File: config.mk
export PLATFORM = sky130hd
export DESIGN_NAME = bus_test_master_flat
export DESIGN_NICKNAME = d
export VERILOG_FILES = /design/src/master_pkg.sv /design/src/mbus_pkg.sv /design/src/mbus_if.sv /design/src/bus_test_master.sv /design/src/flat_wrapper.sv
export VERILOG_INCLUDE_DIRS = /design/src
export SDC_FILE = /design/constraint.sdc
export NUM_CORES = 1
export LEC_CHECK = 0
export BUFFER_PORTS_ARGS = -buffer_cell sky130_fd_sc_hd__buf_2
export CAP_MARGIN = 10
export CORE_ASPECT_RATIO = 0.75
export CORE_MARGIN = 1
export CORE_UTILIZATION = 55
export CTS_CLUSTER_DIAMETER = 30
export DETAILED_ROUTE_END_ITERATION = 16
export GPL_TIMING_DRIVEN = 0
export PLACE_DENSITY_LB_ADDON = 0.12
export SYNTH_ARGS = -nofsm -noshare
export SYNTH_HDL_FRONTEND = slang
export SYNTH_SLANG_ARGS = --single-unit
File: constraint.sdc
create_clock -name clk -period 7.2 [get_ports clk]
set_clock_uncertainty 0.1 [all_clocks]
set_input_delay 2.16 -clock clk [delete_from_list [all_inputs] [get_ports clk]]
set_output_delay 2.16 -clock clk [all_outputs]
set_load 0.01 [all_outputs]
File: src/mbus_settings.svh
`ifndef MBUS_SETTINGS_SVH
`define MBUS_SETTINGS_SVH

// bus widths
`define MBUS_ADDR_W      8
`define MBUS_DATA_W      32

// beats per transfer, 1 to 4
`define MBUS_BURST_LEN   4

// cycles wait stays high counted from the address cycle, 1 or more
`define MBUS_SLAVE_WAIT  2

// memory words, equal to 2**MBUS_ADDR_W so the word address wraps by itself
`define MBUS_MEM_DEPTH   256

`endif

File: src/master_pkg.sv
package master_pkg;

    // states in the order a transfer walks through them
    typedef enum logic [2:0] {
        m_idle         = 3'd0,
        m_req          = 3'd1,
        m_present_addr = 3'd2,
        m_slave_wait   = 3'd3,
        m_write_data   = 3'd4,
        m_read_data    = 3'd5,
        m_finish       = 3'd6
    } master_state_e;

    typedef logic [1:0] beat_t;       // beat in a burst and read file index
    typedef logic [0:0] master_id_t;  // which master owns the bus

endpackage

File: src/mbus_pkg.sv
`include "mbus_settings.svh"

package mbus_pkg;

    typedef logic [`MBUS_ADDR_W-1:0] mbus_addr_t;  // memory word address
    typedef logic [`MBUS_DATA_W-1:0] mbus_data_t;  // bus word

    // control field {unused[2:0], burst[2:0], we, wait}
    typedef logic [7:0] mbus_ctrl_t;
    typedef logic [2:0] mbus_burst_t;  // beats minus one

    localparam int CTRL_WAIT_BIT  = 0;
    localparam int CTRL_WE_BIT    = 1;
    localparam int CTRL_BURST_LSB = 2;
    localparam int CTRL_BURST_MSB = 4;

    typedef enum logic [1:0] {
        s_idle = 2'd0,
        s_addr = 2'd1,  // wait dropped, data follows next cycle
        s_wait = 2'd2,
        s_data = 2'd3
    } slave_state_e;

endpackage

File: src/mbus_if.sv
`timescale 1ns/10ps

interface mbus_if import mbus_pkg::*; ();

    // names are seen from the master side
    logic       req;
    logic       ack;
    mbus_data_t bus_out;     // address or write data toward the slave
    mbus_data_t bus_in;      // read data back from the slave
    mbus_ctrl_t ctrl_out;    // burst code and we toward the slave
    mbus_ctrl_t ctrl_in;     // wait back from the slave
    logic       addr_valid;  // bus_out holds the address this cycle

    modport master (
        output req, bus_out, ctrl_out, addr_valid,
        input  ack, bus_in, ctrl_in
    );

    // arbiter facing one master
    modport arbiter (
        input  req, bus_out, ctrl_out, addr_valid,
        output ack, bus_in, ctrl_in
    );

    // arbiter facing the slave
    modport slave_side (
        output bus_out, ctrl_out, addr_valid,
        input  bus_in, ctrl_in
    );

    modport slave (
        input  bus_out, ctrl_out, addr_valid,
        output bus_in, ctrl_in
    );

endinterface

File: src/bus_test_master.sv
`timescale 1ns/10ps
`include "mbus_settings.svh"

module bus_test_master import mbus_pkg::*, master_pkg::*; (
    input  logic       clk,
    input  logic       rst_n,
    input  logic       en,
    input  logic       write,
    input  mbus_addr_t addr,
    input  mbus_data_t wdata,
    input  beat_t      rdata_sel,
    output logic       busy,
    output logic       done,
    output mbus_data_t rdata,
    mbus_if.master     bus
);

    localparam beat_t       LAST_BEAT  = beat_t'(`MBUS_BURST_LEN - 1);
    localparam mbus_burst_t BURST_CODE = mbus_burst_t'(`MBUS_BURST_LEN - 1);

    master_state_e state;
    master_state_e next_state;
    beat_t         beat;
    logic          we_q;
    mbus_addr_t    addr_q;
    mbus_data_t    wdata_q;
    mbus_data_t    rf [4];  // captured read beats
    logic          wait_in;

    assign wait_in = bus.ctrl_in[CTRL_WAIT_BIT];

    always_ff @(posedge clk or negedge rst_n) begin
        if (!rst_n) begin
            state <= m_idle;
        end else begin
            state <= next_state;
        end
    end

    always_comb begin
        next_state = state;
        case (state)
            m_idle: begin
                if (en) begin
                    next_state = m_req;
                end
            end
            m_req: begin
                if (bus.ack) begin
                    next_state = m_present_addr;
                end
            end
            m_present_addr: next_state = m_slave_wait;  // one address cycle only
            m_slave_wait: begin
                if (!wait_in) begin
                    next_state = we_q ? m_write_data : m_read_data;
                end
            end
            m_write_data, m_read_data: begin
                if (beat == LAST_BEAT) begin
                    next_state = m_finish;
                end
            end
            m_finish: next_state = m_idle;
            default:  next_state = m_idle;
        endcase
    end

    // command taken only from idle
    always_ff @(posedge clk or negedge rst_n) begin
        if (!rst_n) begin
            we_q <= 1'b0;
        end else if (state == m_idle && en) begin
            we_q <= write;
        end
    end

    always_ff @(posedge clk) begin
        if (state == m_idle && en) begin
            addr_q  <= addr;
            wdata_q <= wdata;
        end
    end

    always_ff @(posedge clk or negedge rst_n) begin
        if (!rst_n) begin
            beat <= '0;
        end else if (state == m_write_data || state == m_read_data) begin
            beat <= beat + 1'b1;
        end else begin
            beat <= '0;
        end
    end

    always_ff @(posedge clk or negedge rst_n) begin
        if (!rst_n) begin
            for (int i = 0; i < 4; i++) begin
                rf[i] <= '0;
            end
        end else if (state == m_read_data) begin
            rf[beat] <= bus.bus_in;
        end
    end

    assign rdata = rf[rdata_sel];

    assign bus.req = state inside {m_req, m_present_addr, m_slave_wait,
                                   m_write_data, m_read_data};
    assign bus.addr_valid = (state == m_present_addr);
    assign bus.ctrl_out   = {3'b000, BURST_CODE, we_q, 1'b0};

    always_comb begin
        if (state == m_write_data) begin
            bus.bus_out = wdata_q + mbus_data_t'(beat);  // base plus beat
        end else begin
            bus.bus_out = mbus_data_t'(addr_q);
        end
    end

    assign busy = (state != m_idle);
    assign done = (state == m_finish);

    // once granted, req and ack stay up together until the burst is done
    a_req_held: assert property (@(posedge clk) disable iff (!rst_n)
        (bus.req && bus.ack) |=> ((bus.req && bus.ack) || done))
        else $error("req or ack dropped before the burst ended");

endmodule

File: src/flat_wrapper.sv
// flat-port wrapper written by rule: the top's interface ports become plain ports
module bus_test_master_flat import mbus_pkg::*, master_pkg::*;
  (clk, rst_n, en, write, addr, wdata, rdata_sel, busy, done, rdata, bus_req, bus_bus_out, bus_ctrl_out, bus_addr_valid, bus_ack, bus_bus_in, bus_ctrl_in);
  mbus_if bus_i ();
  input  logic clk;
  input  logic rst_n;
  input  logic en;
  input  logic write;
  input  mbus_addr_t addr;
  input  mbus_data_t wdata;
  input  beat_t rdata_sel;
  output logic busy;
  output logic done;
  output mbus_data_t rdata;
  output wire logic [$bits(bus_i.req)-1:0] bus_req;
  output wire logic [$bits(bus_i.bus_out)-1:0] bus_bus_out;
  output wire logic [$bits(bus_i.ctrl_out)-1:0] bus_ctrl_out;
  output wire logic [$bits(bus_i.addr_valid)-1:0] bus_addr_valid;
  input wire logic [$bits(bus_i.ack)-1:0] bus_ack;
  input wire logic [$bits(bus_i.bus_in)-1:0] bus_bus_in;
  input wire logic [$bits(bus_i.ctrl_in)-1:0] bus_ctrl_in;
  assign bus_req = bus_i.req;
  assign bus_bus_out = bus_i.bus_out;
  assign bus_ctrl_out = bus_i.ctrl_out;
  assign bus_addr_valid = bus_i.addr_valid;
  assign bus_i.ack = bus_ack;
  assign bus_i.bus_in = bus_bus_in;
  assign bus_i.ctrl_in = bus_ctrl_in;
  bus_test_master u_core (.clk(clk), .rst_n(rst_n), .en(en), .write(write), .addr(addr), .wdata(wdata), .rdata_sel(rdata_sel), .busy(busy), .done(done), .rdata(rdata), .bus(bus_i));
endmodule
After elaboration in Yosys (flattened, before gate mapping)
Cells that the tools add are included.
{"block": "word_totals", "regBits": 174, "latch_bits": 0, "mem_bits_rw": 0, "rom_bits": 0, "inputBits": 87, "wordCells": 49, "n_memories": 0}
{"block": "classes", "add_sub_neg": 2, "n_mul": 0, "n_div": 0, "order_cmp": 3, "eq_ne": 11, "shifts": 0, "n_mux": 14, "n_bitwise": 2, "n_reduce_logical": 8}
{"op": "bitwise mux 128 bit", "count": 1}
{"op": "2-to-1 mux 32 bit", "count": 4}
{"op": "binary-select mux 32 bit (select 2 bit)", "count": 1}
{"op": "demux 32 bit (select 2 bit)", "count": 1}
{"op": "adder 32 x 2 -> 32 bit", "count": 1}
{"op": "one-hot mux 3 bit (5 select lines)", "count": 1}
{"op": "2-to-1 mux 3 bit", "count": 4}
{"op": "== test 3 bit, second input constant", "count": 3}
{"op": "== test 3 x 2 -> 1 bit, second input constant", "count": 2}
{"op": ">= comparator 3 bit, second input constant", "count": 2}
{"op": "inequality test 2 bit, second input constant", "count": 3}
{"op": "inverter 2 -> 3 bit", "count": 2}
{"op": "nonzero test 5 bit", "count": 1}
{"op": "AND reduction 4 bit", "count": 1}
{"op": "== test 3 x 1 -> 1 bit, second input constant", "count": 1}
{"op": "zero test 3 bit", "count": 1}
{"op": "less-than comparator 3 x 1 -> 1 bit, second input constant", "count": 1}
{"op": "nonzero test 3 bit", "count": 1}
{"op": "adder 2 x 1 -> 2 bit, second input constant", "count": 1}
{"op": "== test 2 bit, second input constant", "count": 1}
{"op": "logical AND 1 bit", "count": 2}
{"op": "2-to-1 mux 2 bit", "count": 1}
{"op": "inequality test 2 x 1 -> 1 bit, second input constant", "count": 1}
{"op": "OR reduction 2 bit", "count": 1}
{"op": "2 further kinds", "count": 2}

Longest topological paths before layout
Gate-level depths: netlist of run 1.
{"block": "logic_depth", "ltp_word": 6, "ltp_mapped": 8}

Worst setup path before layout of run 1
Ideal clock, no wire load.
{"block": "synth_timing", "kind": "input to output", "from": "in rdata_sel[0]", "to": "out rdata[10]", "t_arrival_ns": 3.520, "required_time_ns": 4.940, "slack_ns": 1.420, "cell_stages": 3, "n_path_buf": 2, "cell_sequence": "clkbuf_1 buf_1 mux4_2"}
{"block": "synth_via", "elab_chain_cells": 4}
{"item": "start, declared", "line_no": "flat_wrapper.sv:11", "source": "input beat_t rdata_sel;"}
{"item": "inverter 2 -> 3 bit (implied by the code)", "line_no": "bus_test_master.sv:105", "source": "assign rdata = rf[rdata_sel];"}
{"item": "binary-select mux 32 bit (select 2 bit)", "line_no": "bus_test_master.sv:105"}
{"item": "2-to-1 mux 32 bit (implied by the code) (2 in a row)", "line_no": "bus_test_master.sv:105"}
{"item": "end, declared", "line_no": "flat_wrapper.sv:14", "source": "output mbus_data_t rdata;"}
No other way between the ends. The select of a mux whose other input is x is not followed.

Worst setup path in the final report of run 1
Ends and elaborated chain as after synthesis.

==> results of run 1 <==
-- cell type report --
class	instances	share of cell area, %
Antenna cell	1	0.0260
Multi-Input combinational cell	343	34.0
Tap cell	195	2.54
Clock inverter	12	1.05
Inverter	12	0.468
Clock buffer	20	4.76
Buffer	37	1.83
Sequential cell	174	47.3
Timing Repair Buffer	148	8.00
-- final timing paths --
check | start | to | slack [ps]
max reg2reg | u_core.state[2]$_DFFE_PN0P_ | u_core.rf[9]$_DFFE_PN0P_ | 4840
max in group asynchronous | rst_n | u_core.rf[78]$_DFFE_PN0P_ | 4700
min | u_core.rf[42]$_DFFE_PN0P_ | u_core.rf[42]$_DFFE_PN0P_ | 400
min reg2reg | u_core.rf[42]$_DFFE_PN0P_ | u_core.rf[42]$_DFFE_PN0P_ | 400
min in group asynchronous | rst_n | u_core.rf[105]$_DFFE_PN0P_ | 1510
max | rdata_sel[0] | rdata[10] | 1010
-- kinds of logic after synthesis --
kind of cell,Yosys count
and+or+nand+nor,105
other,2
DFF,174
adders and majority gates,7
muxes,163
xor gates and xnor gates,10
buffers and inverters,49
AOI/OAI and AO/OA,51
-- sequential cells by signal, indices dropped and copies added, names as in the netlist --
signal and flops:
u_core.rf 128, u_core.wdata_q 32, u_core.addr_q 8, u_core.state 3, u_core.beat 2, u_core.we_q 1
-- stage by stage --
stage	instance area (µm²)	instances	utilization, %
after global routing	9620	941	68.8
final	9620	942	68.8
after detailed placement	9060	909	64.8
after global placement	9020	908	64.5
after CTS	9620	941	68.8
after floorplan	8040	566	-
-- layout by cell type, fill, tap and decap left out, drive strengths merged, types with 4 or more instances in the layout --
master  instances
ha              6
and3            4
o31ai           9
nor4            5
mux4           32
mux2          129
nand3           8
buf           173
clkbuf         32
dfrtp         134
edfxtp         40
conb            7
xnor2           9
or4            11
nand2          34
inv            18
nor2           12
a21oi          20
o21ai          17
or3             7
nand4           5
-- where the power goes --
group,internal (mW),switching (mW)
clock,0.470,0.392
combinational,0.427,0.349
sequential,1.30,0.151
-- layer usage --
metal | vias up | GRT usage [%]
met5 | - | 0
met4 | 0 | 8.06
met3 | 18 | 6.52
met2 | 151 | 38.2
met1 | 2719 | 34.3
li1 | 2443 | -
==> summary.md, run 1 <==
| Metric | Value |
|---|---|
| Overall Global Routing Usage | 24.7% |
| Hpwl dp | 12100 µm |
| FFs w/ async S/R, synth | 77.0% |
| Synth cell types | 41 |
| FP Rows | 37 |
| Nets | 827 |
| Hold Violations, Final | 0 |
| Post_cts resized | 0 |
| CP Cell Sequence | clkbuf_1 -> buf_1 -> mux4_2 -> buf_2 |
| Hold path cells | 1 |
| CTS Sinks | 174 |
| Worst VDD drop | 0.219 mV |
| Seq/Total Area, Yosys | 56.8% |
| Layout cells sized above 1 | 47.5% |
| FF+latch count, synth | 174 |
| Post-Synth Simple-Gate Area | 7.08% |
| First-pass GRT wire length | 27900 µm |
| Unrepaired setup endpoints after global routing | false |
| Synth Area in Adders | 1.19% |
| WL/cell | 18.2 µm |
| WP data required | 4940 ps |
| Die width | 141 µm |
| Worst-case clock buffer depth | 2 |
| Synth Area in XOR/XNOR | 1.09% |
| Synth area leaders | dfrtp_1, mux2_2, edfxtp_1 |
| Initial antenna violation count | 1 |
| WS Path Type | in -> out |
| Mux share of post-synthesis cell area | 27.3% |
| CTS Root Cell | clkbuf_16 |
| Tightest Pin Transition | 1000 ps |
| Overall Power | 3.09 mW |
| Final setup fails | 0 |
| Mapped Cells | 561 |
| Reg clk slew, reported paths | 60 ps |
| Uppermost layer routed | met4 |
| Main combinational cell family by area after synthesis | multiplexers |
| Metal3 WL | 1000 µm |
| Die H | 107 µm |
| Fmax | 162 MHz |
| Worst Path Buf+Inv | 3 |
| Area Growth Syn to Fin | 19.9% |
| Post-Synthesis Cell Area | 0.00802 mm² |
| Register area | 0.00455 mm² |
| Drt initial violations | 302 |
| Max-slew violation count | 0 |
| Ys Warns | 0 |
| Crit path DAT | 3930 ps |
| Min Tclk post-route | 6190 ps |
| Main synth FF type | dfrtp_1 |
| CP max stage cell | buf_1 |
| PD cells | 321 mW/mm² |
| Area of the multi-input gates | 0.00327 mm² |
| Detailed Route WL | 17200 µm |
| CTS tree | yes |
| Static Leak | 4.04 nW |
| CTS buffer count | 17 |
| Grt ovf | 0 |
| Routed Antenna Nets | 0 |
| Count leader, synth | dfrtp_1 |
| Mean Syn Cell Area | 14.3 µm² |
| GPL Wtd Cong | 0.810 |
| Stages on the worst setup path | 4 |
| Routed vias | 5331 |
| Core area | 0.0140 mm² |
| Clock Latency Late Sink | 410 ps |
| Max stage delay on crit path | 720 ps |
| Hold Crit Class | reg -> reg |
| Met1 WL | 7820 µm |
| Post-synth EDFFs | 40 |
| Commonest cells post-synth | dfrtp_1, mux2_2, edfxtp_1 |
| Post-synth top area share | 41.8% |
| Post-Place Worst Slack | 974 ps |
| Crit-path leading delay family | buffers and inverters |
| DR WL met2 | 8100 µm |
| Total of max-cap violations | 0 |
| Initial Util | 57.4% |
| Slew Limit Headroom | 33.2% |
| Fin Setup TNS | 0 ps |
| Hold Slack | 399 ps |
| Worst r2r path cells | 6 |
| Worst setup margin | 1010 ps |
| Tcrit/Tclk final | 86.0% |
| # port buffers | 147 |
| Critical path fanouts, max | 10 |
| Hold-fix buffer count after cts | 0 |
| Setup bufs post-CTS | 0 |
| # DRC | 0 |
| Critical Path Source Type | input port |
| I/O Pins | 163 |
| Fillers | 1041 |
| Total die area | 0.0151 mm² |
| Worst setup EP type | primary output |
| Vias in the first global route | 5373 |
| Via density | 5.66 |
| Drt pass-1 iters | 5 |
| Post-synthesis compound-gate area fraction | 3.70% |
| Run status | finished, final reports clean |
| H-tree levels | 4 |
| Largest net degree at the start of global routing | 109 |
| Synth area leader | dfrtp_1 |
Note: power is estimated with default switching activity, not from simulation.
==> run 2: changes to the inputs <==
- BUFFER_PORTS_ARGS: -buffer_cell sky130_fd_sc_hd__buf_2 -> -buffer_cell sky130_fd_sc_hd__clkbuf_2
- CELL_PAD_IN_SITES_DETAIL_PLACEMENT: unset -> 2
- CELL_PAD_IN_SITES_GLOBAL_PLACEMENT: unset -> 2
- CORE_MARGIN: 1 -> unset
- CORE_UTILIZATION: 55 -> 41
==> summary.md, run 2 (synthesized netlist as in run 1, its figures left out) <==
| Metric | Value |
|---|---|
| Reg clk slew, reported paths | 70 ps (about the same) |
| Top reg by flops | u_core.rf |
| First-pass GRT wire length | 34600 µm (+24%) |
| FP Rows | 43 (+16%) |
| Min Tclk post-route | 6170 ps (-22.2 ps) |
| Die H | 123 µm (+16%) |
| Clock Latency Late Sink | 430 ps (+20 ps) |
| Critical Path Source Type | input port |
| I/O Pins | 163 (unchanged) |
| Fin Setup TNS | 0 ps (unchanged) |
| Most common cell after layout, fill and taps aside | clkbuf_2 |
| Initial Util | 42.6% (-15 points) |
| # DRC | 0 (unchanged) |
| Core area | 0.0188 mm² (+35%) |
| Grt ovf | 0 (unchanged) |
| Placed cells | 962 (+5.8%) |
| WP data required | 4940 ps (about the same) |
| Worst-case clock buffer depth | 2 (unchanged) |
| Critical path fanouts, max | 10 (unchanged) |
| WL/cell | 22.1 µm (+21%) |
| Max-slew violation count | 0 (unchanged) |
| Layout cells sized above 1 | 47.8% (+0.34 points) |
| CTS Root Cell | clkbuf_16 |
| Routed vias | 5445 (+2.1%) |
| GPL Wtd Cong | 0.801 (-1.0%) |
| Final std cells w/o fill | 994 (+5.5%) |
| Fmax | 162 MHz (+0.36%) |
| Via density | 5.48 (-3.2%) |
| Worst VDD drop | 0.138 mV (-37%) |
| Worst setup EP type | primary output |
| Setup bufs post-CTS | 0 (unchanged) |
| Total die area | 0.0201 mm² (+34%) |
| Top Registers | u_core.rf: 128 flops, u_core.wdata_q: 32 flops, u_core.addr_q: 8 flops |
| Drt initial violations | 265 (-12%) |
| Fillers | 1838 (+77%) |
| Run status | finished, final reports clean |
| Tightest Pin Transition | 922 ps (-80.1 ps) |
| Slew Limit Headroom | 38.5% (+5.3 points) |
| Overall Global Routing Usage | 23.2% (-1.5 points) |
| Hold-fix buffer count after cts | 0 (unchanged) |
| Largest net degree at the start of global routing | 113 (+3.7%) |
| Tcrit/Tclk final | 85.7% (-0.31 points) |
| Total of max-cap violations | 0 (unchanged) |
| Unrepaired setup endpoints after global routing | false |
| CP Cell Sequence | clkbuf_1 -> buf_1 -> mux4_2 -> clkbuf_2 |
| Nets | 828 (+0.12%) |
| Max stage delay on crit path | 730 ps (about the same) |
| # diodes | 0 (-1) |
| Static Leak | 4.08 nW (+0.99%) |
| Drt pass-1 iters | 4 (-1) |
| Vias in the first global route | 6172 (+15%) |
| # port buffers | 147 (unchanged) |
| Max reg flops | 128 (unchanged) |
| CP max stage cell | buf_1 |
| Crit path DAT | 3910 ps (-20 ps) |
| Final setup fails | 0 (unchanged) |
| Die width | 164 µm (+16%) |
| Hold Violations, Final | 0 (unchanged) |
| R2R Setup Slk | 4680 ps (-160 ps) |
| WS Path Type | in -> out |
| Detailed Route WL | 22000 µm (+28%) |
| Commonest cells after routing, fill and taps aside | clkbuf_2, dfrtp_1, mux2_2 |
| CTS tree | yes |
| CTS buffer count | 17 (unchanged) |
| Area Growth Syn to Fin | 21.3% |
| H-tree levels | 4 (unchanged) |
| Hpwl dp | 15200 µm (+26%) |
| Initial antenna violation count | 1 (unchanged) |
| Finished Core Util | 51.7% (-17 points) |
| PD cells | 331 mW/mm² (+2.9%) |
| CTS Sinks | 174 (unchanged) |
| Hold Crit Class | reg -> reg |
| Routed Antenna Nets | 0 (unchanged) |
| Post_cts resized | 0 (unchanged) |
[run 2: changes by cell type in the layout (fill, tap and decap cells not counted), moves of 3 or more]
cell	before	now
buf_2	146	0
clkbuf_2	0	146
clkinvlp_4	3	0
inv_6	6	3
inv_8	0	5
[run 2: layout make-up]
| type | instances | area, µm² | share of cell area (%) |
|---|---|---|---|
| Buffer | 37 | 176 | 1.81 |
| Clock buffer | 18 | 439 | 4.51 |
| Clock inverter | 14 | 146 | 1.50 |
| Inverter | 12 | 45.0 | 0.463 |
| Multi-Input combinational cell | 343 | 3270 | 33.6 |
| Sequential cell | 174 | 4550 | 46.8 |
| Tap cell | 247 | 309 | 3.18 |
| Timing Repair Buffer | 149 | 792 | 8.14 |
[run 2: power breakdown]
group	switching, mW	total [mW]	internal, mW
combinational	0.395	0.828	0.433
sequential	0.172	1.47	1.30
clock	0.446	0.919	0.473
total	1.01	3.22	2.20
[run 2: metrics by stage]
step / area (µm²) / power, mW / setup slack, ps / hold slack (ps)
after floorplan: 8040 / 1.96 / 1420 / 374
after global routing: 9730 / 3.38 / 816 / 422
after CTS: 9730 / 3.26 / 948 / 407
final: 9730 / 3.22 / 1030 / 405
after detailed placement: 9150 / 2.30 / 966 / 391
after global placement: 9090 / 2.21 / 940 / 381
[run 2: worst max-delay path: cells and delay by family]
family,cells,cell delay [ps]
buf+inv,3,1110
mux,1,620
[run 2: routing by layer]
metal	up-vias	routed length, µm	global-route usage, %
li1	2435	-	-
met4	0	278	6.54
met2	129	11000	40.2
met5	-	0	0
met1	2863	9680	29.6
met3	18	978	4.73
[run 2: worst paths after layout]
| kind | startpoint | end | depth (start not counted) |
|---|---|---|---|
| max | rdata_sel[0] | rdata[13] | 4 |
| min | u_core.rf[33]$_DFFE_PN0P_ | u_core.rf[33]$_DFFE_PN0P_ | 1 |
| max reg2reg | u_core.state[2]$_DFFE_PN0P_ | u_core.rf[27]$_DFFE_PN0P_ | 6 |
| min reg2reg | u_core.rf[33]$_DFFE_PN0P_ | u_core.rf[33]$_DFFE_PN0P_ | 1 |
| max in group asynchronous | rst_n | u_core.state[0]$_DFFE_PN0P_ | 2 |
| min in group asynchronous | rst_n | u_core.rf[123]$_DFFE_PN0P_ | 1 |
==> run 3: changes to the inputs <==
- CORE_UTILIZATION: 41 -> 30
- CTS_CLUSTER_SIZE: unset -> 28
==> summary.md, run 3 (synthesized netlist as in run 1, its figures left out) <==
| Metric | Value |
|---|---|
| Core area | 0.0261 mm² (+39%) |
| Unrepaired setup endpoints after global routing | false |
| Initial antenna violation count | 4 (+3) |
| Run status | finished, final reports clean |
| WS Path Type | in -> out |
| GPL Wtd Cong | 0.776 (-3.2%) |
| CP max stage cell | buf_1 |
| Area Growth Syn to Fin | 23.1% |
| Largest net degree at the start of global routing | 116 (+2.7%) |
| CTS Sinks | 174 (unchanged) |
| I/O Pins | 163 (unchanged) |
| Detailed Route WL | 22400 µm (+2.1%) |
| Routed Antenna Nets | 0 (unchanged) |
| CTS Root Cell | clkbuf_16 |
| Routed vias | 5358 (-1.6%) |
| Slew Limit Headroom | 34.3% (-4.2 points) |
| Min Tclk post-route | 6280 ps (+109 ps) |
| Area of the multi-input gates | 0.00327 mm² (unchanged) |
| CTS buffer count | 17 (unchanged) |
| Top reg by flops | u_core.rf |
| Worst Path Buf+Inv | 3 (unchanged) |
| Fin Setup TNS | 0 ps (unchanged) |
| PD cells | 327 mW/mm² (-1.2%) |
| Layout cells sized above 1 | 47.6% (-0.20 points) |
| Final std cells w/o fill | 1092 (+9.9%) |
| Worst-case clock buffer depth | 2 (unchanged) |
| Critical Path Source Type | input port |
| Post_cts resized | 0 (unchanged) |
| Die H | 144 µm (+17%) |
| Worst setup EP type | primary output |
| Most common cell after layout, fill and taps aside | clkbuf_2 |
| Total die area | 0.0274 mm² (+36%) |
| Critical path fanouts, max | 10 (unchanged) |
| Max reg flops | 128 (unchanged) |
| Static Leak | 4.08 nW (about the same) |
| H-tree levels | 4 (unchanged) |
| Crit-path leading delay family | buffers and inverters |
| Max stage delay on crit path | 760 ps (+30 ps) |
| Placed cells | 1059 (+10%) |
| Hpwl dp | 16000 µm (+4.9%) |
| Clock Latency Late Sink | 440 ps (about the same) |
| Grt ovf | 0 (unchanged) |
| Worst VDD drop | 0.159 mV (+15%) |
| Setup bufs post-CTS | 0 (unchanged) |
| Hold Violations, Final | 0 (unchanged) |
| Register area | 0.00455 mm² (unchanged) |
| Fillers | 2619 (+42%) |
| Overall Global Routing Usage | 17.1% (-6.1 points) |
| Hold-fix buffer count after cts | 0 (unchanged) |
| CP Cell Sequence | clkbuf_1 -> buf_1 -> mux4_2 -> clkbuf_2 |
| # port buffers | 147 (unchanged) |
| # DRC | 0 (unchanged) |
| WL/cell | 20.5 µm (-7.1%) |
| Commonest cells after routing, fill and taps aside | clkbuf_2, dfrtp_1, mux2_2 |
| Via density | 4.91 (-10%) |
| Hold path cells | 1 (unchanged) |
| Final setup fails | 0 (unchanged) |
| Total of max-cap violations | 0 (unchanged) |
| CTS tree | yes |
| Stages on the worst setup path | 4 (unchanged) |
| Crit path DAT | 4020 ps (+110 ps) |
| Drt initial violations | 135 (-49%) |
| Hold Crit Class | reg -> reg |
| Vias in the first global route | 5958 (-3.5%) |
| WP data required | 4940 ps (about the same) |
| Max-slew violation count | 0 (unchanged) |
| Nets | 828 (unchanged) |
| Drt pass-1 iters | 6 (+2) |
| FP Rows | 51 (+19%) |
| Fmax | 159 MHz (-1.7%) |
| Tcrit/Tclk final | 87.2% (+1.5 points) |
| Initial Util | 30.7% (-12 points) |
| Tightest Pin Transition | 985 ps (+63.3 ps) |
| Worst r2r path cells | 6 (unchanged) |
| Top Registers | u_core.rf: 128 flops, u_core.wdata_q: 32 flops, u_core.addr_q: 8 flops |
| First-pass GRT wire length | 34700 µm (+0.34%) |
| Reg clk slew, reported paths | 60 ps (about the same) |
| Die width | 191 µm (+17%) |
[run 3: cell count changes in the layout (fill, tap and decap cells not counted), moves of 2 or more]
| cell | change |
|---|---|
| bufinv_16 | +2 |
| clkinv_8 | -2 |
| clkinvlp_4 | +2 |
| diode_2 | +2 |
| inv_8 | -2 |
[run 3: metal layers]
layer | global-route usage [%] | vias up | wire length (µm) | share of wire [%]
li1 | - | 2434 | - | -
met1 | 22.2 | 2789 | 10300 | 46
met2 | 28.0 | 104 | 10700 | 48
met3 | 4.47 | 27 | 1020 | 4.5
met4 | 5.31 | 4 | 359 | 1.6
met5 | 0 | - | 27 | 0.12
[run 3: final cells by class]
type,instances,share of cell area (%)
buffer,37,1.79
tap,344,4.36
multi-input combinational,343,33.1
clock buffer,19,4.49
inverter,12,0.456
timing repair buffer,149,8.10
clock inverter,12,1.55
sequential,174,46.1
antenna,2,0.0507
[run 3: worst paths after layout]
path | from | end | slack (ps)
worst max register to register | u_core.state[2]$_DFFE_PN0P_ | u_core.rf[26]$_DFFE_PN0P_ | 4740
max in group asynchronous | rst_n | u_core.rf[9]$_DFFE_PN0P_ | 4680
worst min-delay path | u_core.rf[55]$_DFFE_PN0P_ | u_core.rf[55]$_DFFE_PN0P_ | 400
worst max-delay path | rdata_sel[0] | rdata[26] | 920
min in group asynchronous | rst_n | u_core.rf[120]$_DFFE_PN0P_ | 1480
worst min register to register | u_core.rf[55]$_DFFE_PN0P_ | u_core.rf[55]$_DFFE_PN0P_ | 400
[run 3: power by group]
group / internal [mW] / switching [mW]
Sequential: 1.30 / 0.159
Clock: 0.530 / 0.422
Combinational: 0.435 / 0.380
[run 3: metrics by stage]
step | setup WS (ps) | util [%] | hold WS, ps | power, mW | instance area, µm²
after floorplan | 1420 | - | 374 | 1.96 | 8040
after global placement | 816 | 35.3 | 381 | 2.22 | 9210
after detailed placement | 784 | 35.5 | 390 | 2.31 | 9270
after CTS | 783 | 37.8 | 406 | 3.28 | 9870
after global routing | 670 | 37.8 | 427 | 3.42 | 9870
final | 922 | 37.8 | 402 | 3.22 | 9870
