`src/mbus_settings.svh`:
```
`ifndef MBUS_SETTINGS_SVH
`define MBUS_SETTINGS_SVH

// bus widths
`define MBUS_ADDR_W      8
`define MBUS_DATA_W      32

// beats per transfer, 1 to 4
`define MBUS_BURST_LEN   4

// cycles wait stays high counted from the address cycle, 1 or more
`define MBUS_SLAVE_WAIT  2

// memory words, equal to 2**MBUS_ADDR_W so the word address wraps by itself
`define MBUS_MEM_DEPTH   256

`endif

```
`src/master_pkg.sv`:
```
package master_pkg;

    // states in the order a transfer walks through them
    typedef enum logic [2:0] {
        m_idle         = 3'd0,
        m_req          = 3'd1,
        m_present_addr = 3'd2,
        m_slave_wait   = 3'd3,
        m_write_data   = 3'd4,
        m_read_data    = 3'd5,
        m_finish       = 3'd6
    } master_state_e;

    typedef logic [1:0] beat_t;       // beat in a burst and read file index
    typedef logic [0:0] master_id_t;  // which master owns the bus

endpackage

```
`src/mbus_pkg.sv`:
```
`include "mbus_settings.svh"

package mbus_pkg;

    typedef logic [`MBUS_ADDR_W-1:0] mbus_addr_t;  // memory word address
    typedef logic [`MBUS_DATA_W-1:0] mbus_data_t;  // bus word

    // control field {unused[2:0], burst[2:0], we, wait}
    typedef logic [7:0] mbus_ctrl_t;
    typedef logic [2:0] mbus_burst_t;  // beats minus one

    localparam int CTRL_WAIT_BIT  = 0;
    localparam int CTRL_WE_BIT    = 1;
    localparam int CTRL_BURST_LSB = 2;
    localparam int CTRL_BURST_MSB = 4;

    typedef enum logic [1:0] {
        s_idle = 2'd0,
        s_addr = 2'd1,  // wait dropped, data follows next cycle
        s_wait = 2'd2,
        s_data = 2'd3
    } slave_state_e;

endpackage

```
`src/mbus_if.sv`:
```
`timescale 1ns/10ps

interface mbus_if import mbus_pkg::*; ();

    // names are seen from the master side
    logic       req;
    logic       ack;
    mbus_data_t bus_out;     // address or write data toward the slave
    mbus_data_t bus_in;      // read data back from the slave
    mbus_ctrl_t ctrl_out;    // burst code and we toward the slave
    mbus_ctrl_t ctrl_in;     // wait back from the slave
    logic       addr_valid;  // bus_out holds the address this cycle

    modport master (
        output req, bus_out, ctrl_out, addr_valid,
        input  ack, bus_in, ctrl_in
    );

    // arbiter facing one master
    modport arbiter (
        input  req, bus_out, ctrl_out, addr_valid,
        output ack, bus_in, ctrl_in
    );

    // arbiter facing the slave
    modport slave_side (
        output bus_out, ctrl_out, addr_valid,
        input  bus_in, ctrl_in
    );

    modport slave (
        input  bus_out, ctrl_out, addr_valid,
        output bus_in, ctrl_in
    );

endinterface

```
`src/mbus_arbiter.sv`:
```
`timescale 1ns/10ps

module mbus_arbiter import mbus_pkg::*, master_pkg::*; (
    input  logic      clk,
    input  logic      rst_n,
    mbus_if.arbiter   m0,
    mbus_if.arbiter   m1,
    mbus_if.slave_side s
);

    // what a master sees without the bus
    localparam mbus_ctrl_t IDLE_CTRL = mbus_ctrl_t'(1 << CTRL_WAIT_BIT);

    logic [1:0] req;
    logic [1:0] grant_q;  // one-hot, bit per master
    logic [1:0] grant_d;
    master_id_t last_id;

    assign req = {m1.req, m0.req};

    always_comb begin
        grant_d = grant_q;
        if ((grant_q & req) == 2'b00) begin  // free, or owner let go
            case (req)
                2'b01:   grant_d = 2'b01;
                2'b10:   grant_d = 2'b10;
                2'b11:   grant_d = (last_id == 1'b0) ? 2'b10 : 2'b01;
                default: grant_d = 2'b00;
            endcase
        end
    end

    always_ff @(posedge clk or negedge rst_n) begin
        if (!rst_n) begin
            grant_q <= 2'b00;
            last_id <= '0;
        end else begin
            grant_q <= grant_d;
            if (grant_d != 2'b00 && grant_d != grant_q) begin
                last_id <= master_id_t'(grant_d[1]);
            end
        end
    end

    assign m0.ack = grant_q[0];
    assign m1.ack = grant_q[1];

    always_comb begin
        s.bus_out    = '0;
        s.ctrl_out   = '0;
        s.addr_valid = 1'b0;
        m0.bus_in    = '0;
        m1.bus_in    = '0;
        m0.ctrl_in   = IDLE_CTRL;
        m1.ctrl_in   = IDLE_CTRL;
        if (grant_q[0]) begin
            s.bus_out    = m0.bus_out;
            s.ctrl_out   = m0.ctrl_out;
            s.addr_valid = m0.addr_valid;
            m0.bus_in    = s.bus_in;
            m0.ctrl_in   = s.ctrl_in;
        end else if (grant_q[1]) begin
            s.bus_out    = m1.bus_out;
            s.ctrl_out   = m1.ctrl_out;
            s.addr_valid = m1.addr_valid;
            m1.bus_in    = s.bus_in;
            m1.ctrl_in   = s.ctrl_in;
        end
    end

    a_single_ack: assert property (@(posedge clk) disable iff (!rst_n)
        !(m0.ack && m1.ack))
        else $error("ack high to both masters");

endmodule

```
`src/flat_wrapper.sv`:
```
// flat-port wrapper written by rule: the top's interface ports become plain ports
module mbus_arbiter_flat import mbus_pkg::*, master_pkg::*;
  (clk, rst_n, m0_req, m0_bus_out, m0_ctrl_out, m0_addr_valid, m0_ack, m0_bus_in, m0_ctrl_in, m1_req, m1_bus_out, m1_ctrl_out, m1_addr_valid, m1_ack, m1_bus_in, m1_ctrl_in, s_bus_out, s_ctrl_out, s_addr_valid, s_bus_in, s_ctrl_in);
  mbus_if m0_i ();
  mbus_if m1_i ();
  mbus_if s_i ();
  input  logic clk;
  input  logic rst_n;
  input wire logic [$bits(m0_i.req)-1:0] m0_req;
  input wire logic [$bits(m0_i.bus_out)-1:0] m0_bus_out;
  input wire logic [$bits(m0_i.ctrl_out)-1:0] m0_ctrl_out;
  input wire logic [$bits(m0_i.addr_valid)-1:0] m0_addr_valid;
  output wire logic [$bits(m0_i.ack)-1:0] m0_ack;
  output wire logic [$bits(m0_i.bus_in)-1:0] m0_bus_in;
  output wire logic [$bits(m0_i.ctrl_in)-1:0] m0_ctrl_in;
  input wire logic [$bits(m1_i.req)-1:0] m1_req;
  input wire logic [$bits(m1_i.bus_out)-1:0] m1_bus_out;
  input wire logic [$bits(m1_i.ctrl_out)-1:0] m1_ctrl_out;
  input wire logic [$bits(m1_i.addr_valid)-1:0] m1_addr_valid;
  output wire logic [$bits(m1_i.ack)-1:0] m1_ack;
  output wire logic [$bits(m1_i.bus_in)-1:0] m1_bus_in;
  output wire logic [$bits(m1_i.ctrl_in)-1:0] m1_ctrl_in;
  output wire logic [$bits(s_i.bus_out)-1:0] s_bus_out;
  output wire logic [$bits(s_i.ctrl_out)-1:0] s_ctrl_out;
  output wire logic [$bits(s_i.addr_valid)-1:0] s_addr_valid;
  input wire logic [$bits(s_i.bus_in)-1:0] s_bus_in;
  input wire logic [$bits(s_i.ctrl_in)-1:0] s_ctrl_in;
  assign m0_i.req = m0_req;
  assign m0_i.bus_out = m0_bus_out;
  assign m0_i.ctrl_out = m0_ctrl_out;
  assign m0_i.addr_valid = m0_addr_valid;
  assign m0_ack = m0_i.ack;
  assign m0_bus_in = m0_i.bus_in;
  assign m0_ctrl_in = m0_i.ctrl_in;
  assign m1_i.req = m1_req;
  assign m1_i.bus_out = m1_bus_out;
  assign m1_i.ctrl_out = m1_ctrl_out;
  assign m1_i.addr_valid = m1_addr_valid;
  assign m1_ack = m1_i.ack;
  assign m1_bus_in = m1_i.bus_in;
  assign m1_ctrl_in = m1_i.ctrl_in;
  assign s_bus_out = s_i.bus_out;
  assign s_ctrl_out = s_i.ctrl_out;
  assign s_addr_valid = s_i.addr_valid;
  assign s_i.bus_in = s_bus_in;
  assign s_i.ctrl_in = s_ctrl_in;
  mbus_arbiter u_core (.clk(clk), .rst_n(rst_n), .m0(m0_i), .m1(m1_i), .s(s_i));
endmodule
```
`config.mk`:
```
export PLATFORM = sky130hd
export DESIGN_NAME = mbus_arbiter_flat
export DESIGN_NICKNAME = d
export VERILOG_FILES = /design/src/master_pkg.sv /design/src/mbus_pkg.sv /design/src/mbus_if.sv /design/src/mbus_arbiter.sv /design/src/flat_wrapper.sv
export VERILOG_INCLUDE_DIRS = /design/src
export SDC_FILE = /design/constraint.sdc
export NUM_CORES = 1
export LEC_CHECK = 0
export BUFFER_PORTS_ARGS = -buffer_cell sky130_fd_sc_hd__buf_4
export CAP_MARGIN = 10
export CORE_AREA = 2 2 97 99
export DETAILED_ROUTE_END_ITERATION = 10
export DIE_AREA = 0 0 99 101
export MAX_ROUTING_LAYER = met4
export PLACE_DENSITY = 0.6
export SYNTH_ARGS = -nofsm -noshare
export SYNTH_HDL_FRONTEND = slang
export SYNTH_SLANG_ARGS = --single-unit
```
`constraint.sdc`:
```
create_clock -name clk -period 1.18 [get_ports clk]
set_clock_uncertainty 0.1 [all_clocks]
set_input_delay 0.118 -clock clk [delete_from_list [all_inputs] [get_ports clk]]
set_output_delay 0.118 -clock clk [all_outputs]
set_load 0.01 [all_outputs]
```
## After elaboration in Yosys (flattened, before gate mapping)

Cells that the tools add are included.

- Bits of input ports: 126
- Output and inout port bits: 123
- Logic and storage cells: 25
- Flip-flop bits (word level): 3

- Bitwise gates (word level): 1
- Muxes and demuxes: 15
- Equality and inequality tests: 4
- Reductions and logical operators: 3

Operator list:

| cell | count |
|---|---|
| two-way mux 32 bit | 5 |
| two-way mux 8 bit | 5 |
| one-hot mux 2 bit (3 select lines) | 1 |
| == test 2 bit (second input constant) | 2 |
| two-way mux 2 bit | 2 |
| bitwise AND 2 bit | 1 |
| == test 2 x 1 -> 1 bit (second input constant) | 1 |
| logical NOT 2 bit | 1 |
| two-way mux 1 bit | 2 |
| != test 2 bit | 1 |
| nonzero test 2 bit | 1 |
| logical AND 1 bit | 1 |

## Logic depth before layout (Yosys ltp)

Gate-level depths: netlist of run 1.

- Word-level depth: 5
- Depth in mapped cells: 4

## Worst setup path after synthesis of run 1

OpenSTA, ideal clock, no wires.

- Path type: register to output
- From: register u_core.grant_q[0]
- To: output port m1_ctrl_in[0]
- Arrival: 1.083 ns
- Slack: -0.121 ns
- Cell stages (with the launch flop): 4
- Path buffers: 2
- Data required time: 0.962 ns
- Cells stage by stage: dfrtp_1 buf_6 buf_6 or3_1

- Word-level cells in the longest chain between the ends: 1

RTL lines:

| item | line | RTL |
|---|---|---|
| start, declared | mbus_arbiter.sv:15 | `logic [1:0] grant_q;` |
| start signal, assigned | mbus_arbiter.sv:38 | `grant_q <= grant_d;` |
| two-way mux 8 bit | mbus_arbiter.sv:56 | `if (grant_q[0]) begin` |
| end, declared | flat_wrapper.sv:22 | `output wire logic [$bits(m1_i.ctrl_in)-1:0] m1_ctrl_in;` |

No other way between the ends.

## Worst setup path in the final report of run 1

- From: register u_core.grant_q[0]
- To: output port s_bus_out[3]

- Word-level cells in the longest chain between the ends: 1

RTL lines:

| item | line | RTL |
|---|---|---|
| two-way mux 32 bit | mbus_arbiter.sv:56 |  |
| end, declared | flat_wrapper.sv:23 | `output wire logic [$bits(s_i.bus_out)-1:0] s_bus_out;` |

No other way between the ends.

==> reports/results.txt, run 1 <==
Clock tree synthesis inserted a total of 3 buffers. In the routed design, unresolved DRC markers number 0. The run gives 0.1266 as the starting utilization of the core area. After global routing the overflow that remains totals 0. The tools report the weighted congestion reported at the end of routability-driven placement as 0.8140. Derived from the worst setup path, the maximum achievable clock frequency is 0.6412 GHz. Clock root buffer: sky130_fd_sc_hd__clkbuf_8.

The per-instance average area after synthesis came out at 7.377 sq um. The count of vias placed by the detailed router is 2116, and the simple-gate area share of the yosys netlist is 0.4648. The minimum clock period is 1.560 ns, and the core occupancy in the finished layout is 0.3895. The endpoint kind of the worst setup timing path is an output port.

The HPWL reported at the end of detailed placement was 6.003 mm. TritonCTS built the clock tree. Finished layout cell area: 3497 sq um. The tools report the placement-stage cell area as 3238 sq um.

For the total of fill cells in the finished design, the log shows 893. The H-tree depth is 1, and the initial antenna violation count is 0. The logs give 0.03814 for the met3 demand-to-capacity share in global routing and 0.1277 for the overall track demand over capacity in global routing. Critical setup path kind: reg -> out.

Prior to clock tree synthesis, the placed netlist has a worst setup slack of -0.1671 ns. Setup violations remaining at the end of the flow were counted as 125. The via count of the first global-routing pass was 2033; the final cycle utilization of the critical path was 1.322. The met2 capacity usage during global routing was 0.2474; the transition at the pin with the smallest max-transition slack was 0.1667 ns. The commonest non-fill, non-tap cell in the layout is sky130_fd_sc_hd__buf_4. The first global-routing pass estimated 10.01 mm of wire. Clock tree synthesis found a total of 3 sinks.

For the final total power, the log shows 0.002877 W. Deepest clock path buffer count: 2. 249 I/O pins were placed. The count of nets left with antenna violations after detail routing is 0.

The height of the die was 101 um; the synthesized netlist net count was 280. Yosys printed 0 warnings. Setup repair after global routing could not meet its margin everywhere. Summed over all cells, the static leakage comes to 1.899 nW. After the first detailed-routing iteration, the DRC count stood at 16. The top cell types in the final layout, fill and taps aside, are sky130_fd_sc_hd__buf_4, sky130_fd_sc_hd__a22o_1, sky130_fd_sc_hd__and2_1.

In this run the tool buffered the top-level ports with 248 buffer cells. Cell area power density: 822.6 nW/um^2. For the worst setup path, the data arrival time is 1.34 ns. The fraction of layout cells with a size suffix above 1 is 0.7618, and the clock-pin slew on the worst setup and hold paths is 0.03 ns. Synthesis instantiated 19 different standard cells from the library. The average routed wire per standard cell came out at 14.18 um. Wires add up to 7.286 mm. The sequential fraction of the synthesis area was 0.06608; the synthesized-area fraction occupied by ao, oa, aoi and oai cells was 0.3480.

The flop and latch count out of synthesis works out to 3. Entering global routing, the biggest net connects 29 pins. For the count of final max-slew check failures, the log shows 0.

Busiest metal layer after global routing: met2. The adder and majority gate portion of the synthesized area works out to 0. In the routed layout, each cell is associated on average with a via count of 4.117. The met1 usage in global routing is 0.1260, and the normalized max-slew margin is 0.8889.

At the worst endpoint, the required time is 0.96 ns. The final reports fail on setup timing. The tools report the count of endpoints failing hold in the final timing report as 0.

Maximum fanout count along the critical path: 23. The run finished, with violations left. The proportion of synthesized area in mux cells is 0. The worst vdd rail ir drop is 0.2695 mV, and the number of maximum-capacitance violations is 0. In the final design database the tool counted 530 nets. STA classifies the critical path startpoint as a flip-flop. The min-delay analysis places its worst path in the category in -> reg. The horizontal die dimension is 99 um, and the combined area of all synthesized cells is 1136 sq um.

The run gives 0.21 ns as the clock latency reported for the late side of the worst-skew pair. Compared with the post-synthesis result, the final layout area differs by 207.8%. Worst-case setup margin in the final layout: -0.3795 ns. After synthesis, the largest family of logic cells by area is simple AND/OR/NAND/NOR gates.

After floorplanning, the core was sized to cover 8977 sq um. The logs give 0 for the antenna diode count and 3 for the number of iterations in the first detailed-routing pass. The tools report the number of cells produced by synthesis as 154. The floorplan has 35 rows. The fraction of synthesized cell area in xor and xnor cells came out at 0. For flop-to-flop paths, the worst setup slack is -0.07 ns.

For the die area, the log shows 9999 sq um.
==> cell families after synthesis <==
logic type / after synthesis
simple gates: 84
flops: 3
buf+inv: 20
compound gates: 47
==> cell type report <==
class | instances | area, sq um | area share
Inverter | 2 | 7.507 | 0.002147
Timing Repair Buffer | 263 | 2208 | 0.6315
Clock buffer | 4 | 45.04 | 0.01288
Sequential cell | 3 | 76.32 | 0.02182
Multi-Input combinational cell | 131 | 1021 | 0.2920
Tap cell | 111 | 138.9 | 0.03971
==> cell usage after synthesis, drive strengths merged <==
cell type,number,area (sq um)
dfrtp,3,75.07
or3,1,6.260
a211o,1,8.760
clkbuf,4,18.76
a21oi,3,15.01
nand2,1,3.750
nor2,1,11.26
a31oi,2,12.51
nor2b,1,6.260
nand2b,1,6.260
or2,1,6.260
buf,14,111.4
and2,78,488.0
inv,2,7.500
a22o,41,359.1
==> worst max-delay path: stages (launching register included) <==
cell	delay (ns)
sky130_fd_sc_hd__dfrtp_2	0.42
sky130_fd_sc_hd__buf_4	0.18
sky130_fd_sc_hd__buf_12	0.16
sky130_fd_sc_hd__a22o_1	0.22
sky130_fd_sc_hd__buf_4	0.14
==> worst paths after layout <==
check                                   from  cells past startpoint                 to
min                                   m0_req                      2  u_core.grant_q[1]
min reg2reg                   u_core.last_id                      2  u_core.grant_q[1]
max reg2reg                u_core.grant_q[0]                      3  u_core.grant_q[0]
min in group asynchronous              rst_n                      2     u_core.last_id
max in group asynchronous              rst_n                      2  u_core.grant_q[0]
max                        u_core.grant_q[0]                      4       s_bus_out[3]
==> through the flow <==
| step | setup TNS (ns) | hold WS, ns | std cells |
|---|---|---|---|
| 2_1_floorplan | -5.980 | -0.2776 | 154 |
| 3_3_place_gp | -11.01 | -0.1900 | 506 |
| 3_5_place_dp | -12.85 | -0.1919 | 506 |
| 4_1_cts | -40.82 | 0.02382 | 515 |
| 5_1_grt | -43.63 | 0.04551 | 514 |
| 6_report | -36.84 | 0.03972 | 514 |
==> flip-flops by register name, indices dropped and copies added (netlist names) <==
name / flops
u_core.grant_q: 2
u_core.last_id: 1
==> what timing repair did <==
item,in CTS,in global routing
endpoints found under the hold margin,3,0
pin swaps,1,3
endpoints found under the setup margin,125,126
gates cloned,1,1
gates resized for setup,6,38
setup buffers,3,1
hold buffers,1,0
==> per-layer routing <==
layer	vias to the layer above	routed length, um
met4	0	48
met5	-	0
met2	132	4024
met3	4	770
met1	948	2442
li1	1032	-
==> power by group <==
part	switching, W	internal, W
sequential	0.0000182	0.000122
combinational	0.000959	0.00148
clock	0.0000656	0.000230
Power figures use the tool's default switching activity.
==> run 2: changes to the inputs <==
--- a/config.mk
+++ b/config.mk
@@ -8,11 +8,11 @@
 export LEC_CHECK = 0
 export BUFFER_PORTS_ARGS = -buffer_cell sky130_fd_sc_hd__buf_4
 export CAP_MARGIN = 10
-export CORE_AREA = 2 2 97 99
+export CORE_AREA = 2 2 98 100
 export DETAILED_ROUTE_END_ITERATION = 10
-export DIE_AREA = 0 0 99 101
+export DIE_AREA = 0 0 100 102
 export MAX_ROUTING_LAYER = met4
-export PLACE_DENSITY = 0.6
+export PLACE_DENSITY = 0.57
 export SYNTH_ARGS = -nofsm -noshare
 export SYNTH_HDL_FRONTEND = slang
 export SYNTH_SLANG_ARGS = --single-unit
==> constraint.sdc (replaced) <==
create_clock -name clk -period 1.8 [get_ports clk]
set_clock_uncertainty 0.1 [all_clocks]
set_input_delay 0.36 -clock clk [delete_from_list [all_inputs] [get_ports clk]]
set_output_delay 0.36 -clock clk [all_outputs]
set_load 0.01 [all_outputs]
==> run 2 against run 1 <==
The flow now finishes without violations. Cell count fell by 1.4%. Register-to-register slack gained 0.52 ns. Global-route usage decreased by 1.6 points. Die area grew 2.0%. Non-clock buffer count shrank 7. Critical endpoint is now s_addr_valid. Largest cell class unchanged.
==> reports/results.txt, run 2 (synthesis gave the netlist of run 1 again) <==
The run finished with clean final reports. The logs give 0.119 for the relative contribution of the clock network to total power and 0 for the number of maximum-capacitance violations. The tools report the number of setup violations in the final report as 0. The switching part of the total power works out to 0.3798.

The count of endpoints failing hold in the final timing report was 0. The startpoint type of the worst setup path is a flip-flop. The global routing stage identified its most utilized layer as met2. For the count of nets left with antenna violations after detail routing, the log shows 0. At the pin with the least slew margin, the transition time is 0.2826 ns. The run gives 0 as the initial antenna violation count. After detailed routing, the average wire length per cell comes to 13.03 um. The total wire length after detailed routing came out at 6.605 mm. For this design, the sink count on the clock tree is 3. Cell internal power was estimated by the tool at 0.001006 W. In this design, the stage delay of the slowest critical-path cell is 0.39 ns. TritonCTS built the clock tree. The gate family responsible for the most delay along the worst path is buffers and inverters. The final cycle utilization of the critical path was 0.9994; the part of the total power dissipated in sequential elements was 0.058. For the met2 capacity usage during global routing, the log shows 0.1923.

The core region area came out at 9109 sq um. Port buffering added 248 buffers. After the last flow step, the layout net total stands at 523.

The first-pass GRT wire length is 8.818 mm, and the met1 usage in global routing is 0.1264. Before CTS, the worst setup slack after placement is 0.2172 ns. The starting utilization of the core area is 0.1247.

In this run the count of I/O pins placed on the die edge is 249. Fill cells in the final layout number 962. The first detailed-routing pass took 4 iterations. Remaining routing DRC violations: 0. The proportion of power drawn by combinational gates came out at 0.823. The cell sitting at the root of the clock tree is a sky130_fd_sc_hd__clkbuf_8. The tools report the data arrival at the endpoint of the critical path as 1.34 ns.

The logs give 0 for the count of final max-slew check failures and 0 for the sum of overflow across all layers after global routing. The register with the most flip-flops in the final layout is u_core.grant_q. In this run the deepest clock path goes through 2 buffers. The height of the die is 102 um, and the die area is 10200 sq um. The horizontal die dimension works out to 100 um.

By startpoint and endpoint, the worst setup path is classified as reg -> out. The worst path in the final design needs a cycle of 1.799 ns, including I/O delays and setup. Across the VDD grid, the largest voltage drop is 0.1626 mV. The library cells used most frequently in the layout, excluding fill and tap cells, are sky130_fd_sc_hd__buf_4, sky130_fd_sc_hd__and2_1, sky130_fd_sc_hd__a22o_1. The fraction of layout cells with a size suffix above 1 was 0.6616; the number of buffer and inverter instances along the worst setup path was 3.

Summed over all nets, the switching power comes to 0.0006159 W. Of all nets on the critical path, the largest fanout is 42. The cell area power density is 514.6 nW/um^2. The number of buffers added by the clock tree synthesis step came out at 3.

The maximum number of pins on one net before global-route repair came out at 43. Detailed routing inserted a total of 2035 vias. The cell with the largest stage delay on the worst path was sky130_fd_sc_hd__dfrtp_1. The tools report the overall track demand over capacity in global routing as 0.1115. The worst-case setup margin in the final layout is 0.001016 ns.

The weighted congestion reported at the end of routability-driven placement was 0.7540; the final total power was 0.001622 W. After floorplanning, the core was divided into 35 placement rows. Setup repair after global routing could not meet its margin everywhere.

The worst hold-check path type was in -> reg. The largest registers in the layout are u_core.grant_q: 2 flops, u_core.last_id: 1 flops. For the worst-skew pair, the clock arrives at the later sink with an insertion delay of 0.21 ns. For the via count of the first global-routing pass, the log shows 1749.

For this design the static power due to leakage is 1.736 nW. The logs give 43 for the count of routing violations after the opening detailed-route iteration and 1.34 ns for the data required time of the worst path. The antenna diode count was 0; the H-tree depth was 1. The met3 demand-to-capacity share in global routing was 0.02941.

The layout overhead on the synthesized area is 177.4%, and the number of flip-flops in the largest register is 2. The tools report the HPWL reported at the end of detailed placement as 5.656 mm. The endpoint kind of the worst setup timing path was an output port.

Derived from the worst setup path, the maximum achievable clock frequency is 0.5559 GHz. The critical path goes through inv_2 -> nor2_4 -> buf_12 -> a22o_1 -> buf_4. The normalized max-slew margin is 0.8116, and the via-per-instance ratio is 4.014.

Commonest non-fill, non-tap cell in the layout: sky130_fd_sc_hd__buf_4. Clock-pin slew was measured on the worst setup and hold paths at 0.03 ns.
==> run 2: cell types whose count changed in the layout (fill, tap and decap cells not counted) <==
cell | before | now
sky130_fd_sc_hd__clkbuf_16 | 1 | 0
sky130_fd_sc_hd__and2_1 | 41 | 78
sky130_fd_sc_hd__or3_1 | 0 | 1
sky130_fd_sc_hd__buf_4 | 218 | 250
sky130_fd_sc_hd__buf_12 | 6 | 2
sky130_fd_sc_hd__and2_4 | 37 | 0
sky130_fd_sc_hd__or3_4 | 1 | 0
sky130_fd_sc_hd__buf_6 | 37 | 3
==> run 2: per-stage QoR <==
step           hold WS, ns  instance area (sq um)  cells  setup TNS [ns]    util
3_3_place_gp       0.05337                   3078    501               0  0.3379
5_1_grt             0.2733                   3152    507          -3.975  0.3460
4_1_cts             0.2641                   3133    506        -0.08326  0.3440
6_report            0.2653                   3152    507               0  0.3460
3_5_place_dp       0.05452                   3078    501               0  0.3379
2_1_floorplan     -0.03559                   1136    154               0       -
==> run 2: what timing repair did <==
action / CTS / global route
gates cloned: 0 / 0
pin swaps: 4 / 0
resized for setup: 0 / 3
setup endpoints to repair: 13 / 81
buffers inserted: 0 / 1
hold buffers: 1 / 0
endpoints found under the hold margin: 3 / 0
==> run 2: area by class of cell <==
cell class / count / area, sq um / share of cell area
Tap cell: 111 / 138.9 / 0.04407
Inverter: 2 / 7.507 / 0.002382
Clock buffer: 4 / 45.04 / 0.01429
Sequential cell: 3 / 76.32 / 0.02422
Timing Repair Buffer: 256 / 1961 / 0.6221
Multi-Input combinational cell: 131 / 923.4 / 0.2930
==> run 2: metal layers <==
metal  vias up  part of all wire
li1       1018                 -
met1       907              0.37
met2       108              0.52
met3         2             0.095
met4         0            0.0074
met5         -                 0
==> run 2: worst paths after layout <==
path,startpoint,depth (start not counted),slack (ns),to
worst max-delay path,u_core.grant_q[1],5,0.001,s_addr_valid
worst min-delay path,m0_req,2,0.27,u_core.last_id
worst max register to register,u_core.grant_q[0],3,0.45,u_core.grant_q[1]
worst min register to register,u_core.last_id,2,0.48,u_core.last_id
max in group asynchronous,rst_n,2,1.10,u_core.grant_q[0]
min in group asynchronous,rst_n,2,0.39,u_core.grant_q[1]
==> run 2: power groups by stage <==
stage | clock, W | combinational [W] | sequential (W)
floorplan | 0 | 0.000610 | 0.0000917
global placement | 0 | 0.00133 | 0.0000929
detailed placement | 0 | 0.00134 | 0.0000942
CTS | 0.000201 | 0.00134 | 0.0000935
global route | 0.000209 | 0.00143 | 0.0000966
finish | 0.000193 | 0.00133 | 0.0000936
==> run 3: changes to the inputs <==
--- a/config.mk
+++ b/config.mk
@@ -9,6 +9,7 @@
 export BUFFER_PORTS_ARGS = -buffer_cell sky130_fd_sc_hd__buf_4
 export CAP_MARGIN = 10
 export CORE_AREA = 2 2 98 100
+export CTS_BUF_LIST = sky130_fd_sc_hd__clkbuf_16
 export DETAILED_ROUTE_END_ITERATION = 10
 export DIE_AREA = 0 0 100 102
 export MAX_ROUTING_LAYER = met4
==> constraint.sdc (replaced) <==
create_clock -name clk -period 1.8 [get_ports clk]
set_clock_uncertainty 0.1 [all_clocks]
set_input_delay 0.09 -clock clk [delete_from_list [all_inputs] [get_ports clk]]
set_output_delay 0.09 -clock clk [all_outputs]
set_load 0.01 [all_outputs]
==> run 3 against run 2 <==
First-iteration DRC count decreased by 19%. Clock power grew 78%. Total power is 7.9% higher. Design area up 0.32%. Sequential share of layout area about the same. Sequential cell count is the same. Setup slack improved by 0.11 ns. Critical path depth shrank 1. Register-to-register slack better by 0.11 ns. Worst hold slack lost 0.19 ns. Routed wire length rose by 0.14%.
==> reports/results.txt, run 3 (synthesis gave the netlist of run 1 again) <==
The run finished with clean final reports. Via-per-instance ratio: 4.016. In this run the critical register-to-register path is captured at u_core.grant_q[1].

Entering global routing, the biggest net connects 55 pins. Counting cells, the worst reg-to-reg path comes to 2. Including well taps, the total number of placed cells is 499. At the placement stage, the worst setup path has a slack of 0.3179 ns. For this run, the top clock speed supported by timing is 0.5908 GHz. The core region area was 9109 sq um.

The tightest hold path in the finished design has a slack of 0.07824 ns. The tools report the startpoint of the worst-slack reg-to-reg timing path as u_core.grant_q[0]. The normalized max-slew margin was 0.7667.

The die covers 10200 sq um. The tools report the starting utilization of the core area as 0.1247. The worst hold-check path type is in -> reg.

Global routing finished with a remaining overflow of 0. The die is 102 um tall. The stage delay of the slowest cell on the critical path was 0.53 ns. The placement row count is 35, and the number of cells on the worst hold path is 3. The startpoint identified for the worst hold timing path is m1_req. In this run the worst path has a maximum fanout of 54. In the final design database the tool counted 521 nets.

The layout overhead on the synthesized area is 178.3%, and the clock sink count is 3. The first-pass GRT wire length is 8.921 mm. The worst vdd rail ir drop is 0.2211 mV, and the minimum clock period is 1.693 ns. The cell with the largest stage delay on the worst path is sky130_fd_sc_hd__dfrtp_2. The worst setup path is captured at an output port. For the H-tree depth, the log shows 1. In this run the tool buffered the top-level ports with 248 buffer cells. TritonCTS built the clock tree. The critical path contains buffers and inverters numbering 2 combined.

Clock latency on the worst-skew pair, taken at its later pin, is 0.22 ns. The run gives 6.614 mm as the total wire length after detailed routing. Clock-pin slew was measured on the worst setup and hold paths at 0.03 ns. The tools report the initial antenna violation count as 2.

Dividing the detail-routed wire length by the instance count gives 13.05 um. Setup violations remaining at the end of the flow were counted as 0. The cell area power density came out at 553.3 nW/um^2.

Setup repair after global routing could not meet its margin everywhere. Traced cell by cell, the critical path runs through nor2_4 -> buf_12 -> a22o_1 -> buf_4. The pre-antenna-repair detailed-routing pass consisted of 5 iterations. The overall track demand over capacity in global routing came out at 0.1130. The critical path is of the reg -> out type.

The final cycle utilization of the critical path came out at 0.9403. For this design the static power due to leakage is 1.740 nW. The clock root buffer is sky130_fd_sc_hd__clkbuf_16.

After detailed routing, the number of remaining DRC violations is 0. Max-cap violations in this run came to 0. In the post-route analysis, the smallest setup slack over all paths is 0.1074 ns. Leaving out fill and tap cells, the most frequent cells in the layout are sky130_fd_sc_hd__buf_4, sky130_fd_sc_hd__and2_1, sky130_fd_sc_hd__a22o_1.

The clock passes through at most 2 buffers. The number of flip-flops in the largest register works out to 2. The run gives 0 as the count of endpoints failing hold in the final timing report. Leaving out fill and tap cells, the most frequent cell in the layout is sky130_fd_sc_hd__buf_4. The number of buffers added by the clock tree synthesis step was 3; the count of routing violations after the opening detailed-route iteration was 35. The via count of the first global-routing pass is 1732. The gate family responsible for the most delay along the worst path is flip-flops. The most flop-heavy register was u_core.grant_q.

The startpoint type of the worst setup path is a flip-flop. The post-layout instance count excluding filler cells came out at 507. The largest registers in the layout are u_core.grant_q: 2 flops, u_core.last_id: 1 flops. The HPWL after detailed placement is 5.629 mm. The worst reg-to-reg setup slack came out at 0.56 ns. The fraction of layout cells with a size suffix above 1 is 0.6574, and the count of vias placed by the detailed router is 2036.

The count of final max-slew check failures was 0; the final-layout setup total negative slack was 0 ns. At the pin with the least slew margin, the transition time is 0.3500 ns. The weighted congestion reported at the end of routability-driven placement came out at 0.7720. Data arrives at the worst endpoint at 1.50 ns. In this run the count of I/O pins placed on the die edge is 249. Once detail routing completed, the nets flagged for antenna violations numbered 0. Data required time of the worst path: 1.61 ns.

The horizontal die dimension came out at 100 um. The path with the worst hold slack has its endpoint at u_core.grant_q[0].
==> run 3: tightest hold or removal path: stages <==
cell	delay, ns
sky130_fd_sc_hd__buf_4	0.10
sky130_fd_sc_hd__a21oi_1	0.06
sky130_fd_sc_hd__nor2b_1	0.10
==> run 3: what timing repair did <==
item | CTS | global route
resized for setup | 0 | 2
setup endpoints to repair | 0 | 30
hold endpoints to repair | 5 | 0
setup buffers | 0 | 0
hold buffers | 2 | 0
==> run 3: per-stage QoR <==
step | power, W | instance area (sq um) | utilization
after floorplan | 0.0007017 | 1136 | -
after global placement | 0.001403 | 3050 | 0.3349
after detailed placement | 0.001410 | 3050 | 0.3349
after CTS | 0.001766 | 3149 | 0.3457
after global routing | 0.001870 | 3162 | 0.3471
final | 0.001749 | 3162 | 0.3471
==> run 3: where the power goes <==
group | internal, W | switching, W | leakage, nW
sequential | 0.0000799 | 0.0000257 | 0.0347
clock | 0.000286 | 0.0000569 | 0.0423
combinational | 0.000755 | 0.000546 | 1.66
==> run 3: how the worst max path moves through the flow <==
stage	startpoint	end	slack [ns]	depth (start not counted)
after CTS	u_core.grant_q[0]	s_addr_valid	0.08	3
after floorplan	u_core.grant_q[0]	m1_ctrl_in[0]	0.53	3
after global routing	u_core.grant_q[0]	s_bus_out[19]	-0.0002	4
after global placement	u_core.grant_q[0]	s_addr_valid	0.35	3
final	u_core.grant_q[0]	s_addr_valid	0.11	4
after detailed placement	u_core.grant_q[0]	s_addr_valid	0.32	3
==> run 3: routing by layer <==
metal  up-vias  track usage  share of wire  wire [um]
met5         -            -              0          0
met4         0      0.03372         0.0089         59
met3         4      0.03420          0.097        643
met2       115       0.1762           0.51       3349
met1       900       0.1412           0.39       2562
li1       1017            -              -          -
==> run 3: layout make-up <==
class / instances / area, sq um
Antenna cell: 2 / 5.005
Tap cell: 111 / 138.9
Multi-Input combinational cell: 131 / 923.4
Inverter: 2 / 7.507
Fill cell: 945 / 5947
Sequential cell: 3 / 76.32
Clock buffer: 3 / 75.07
Timing Repair Buffer: 254 / 1932
Clock inverter: 1 / 3.754
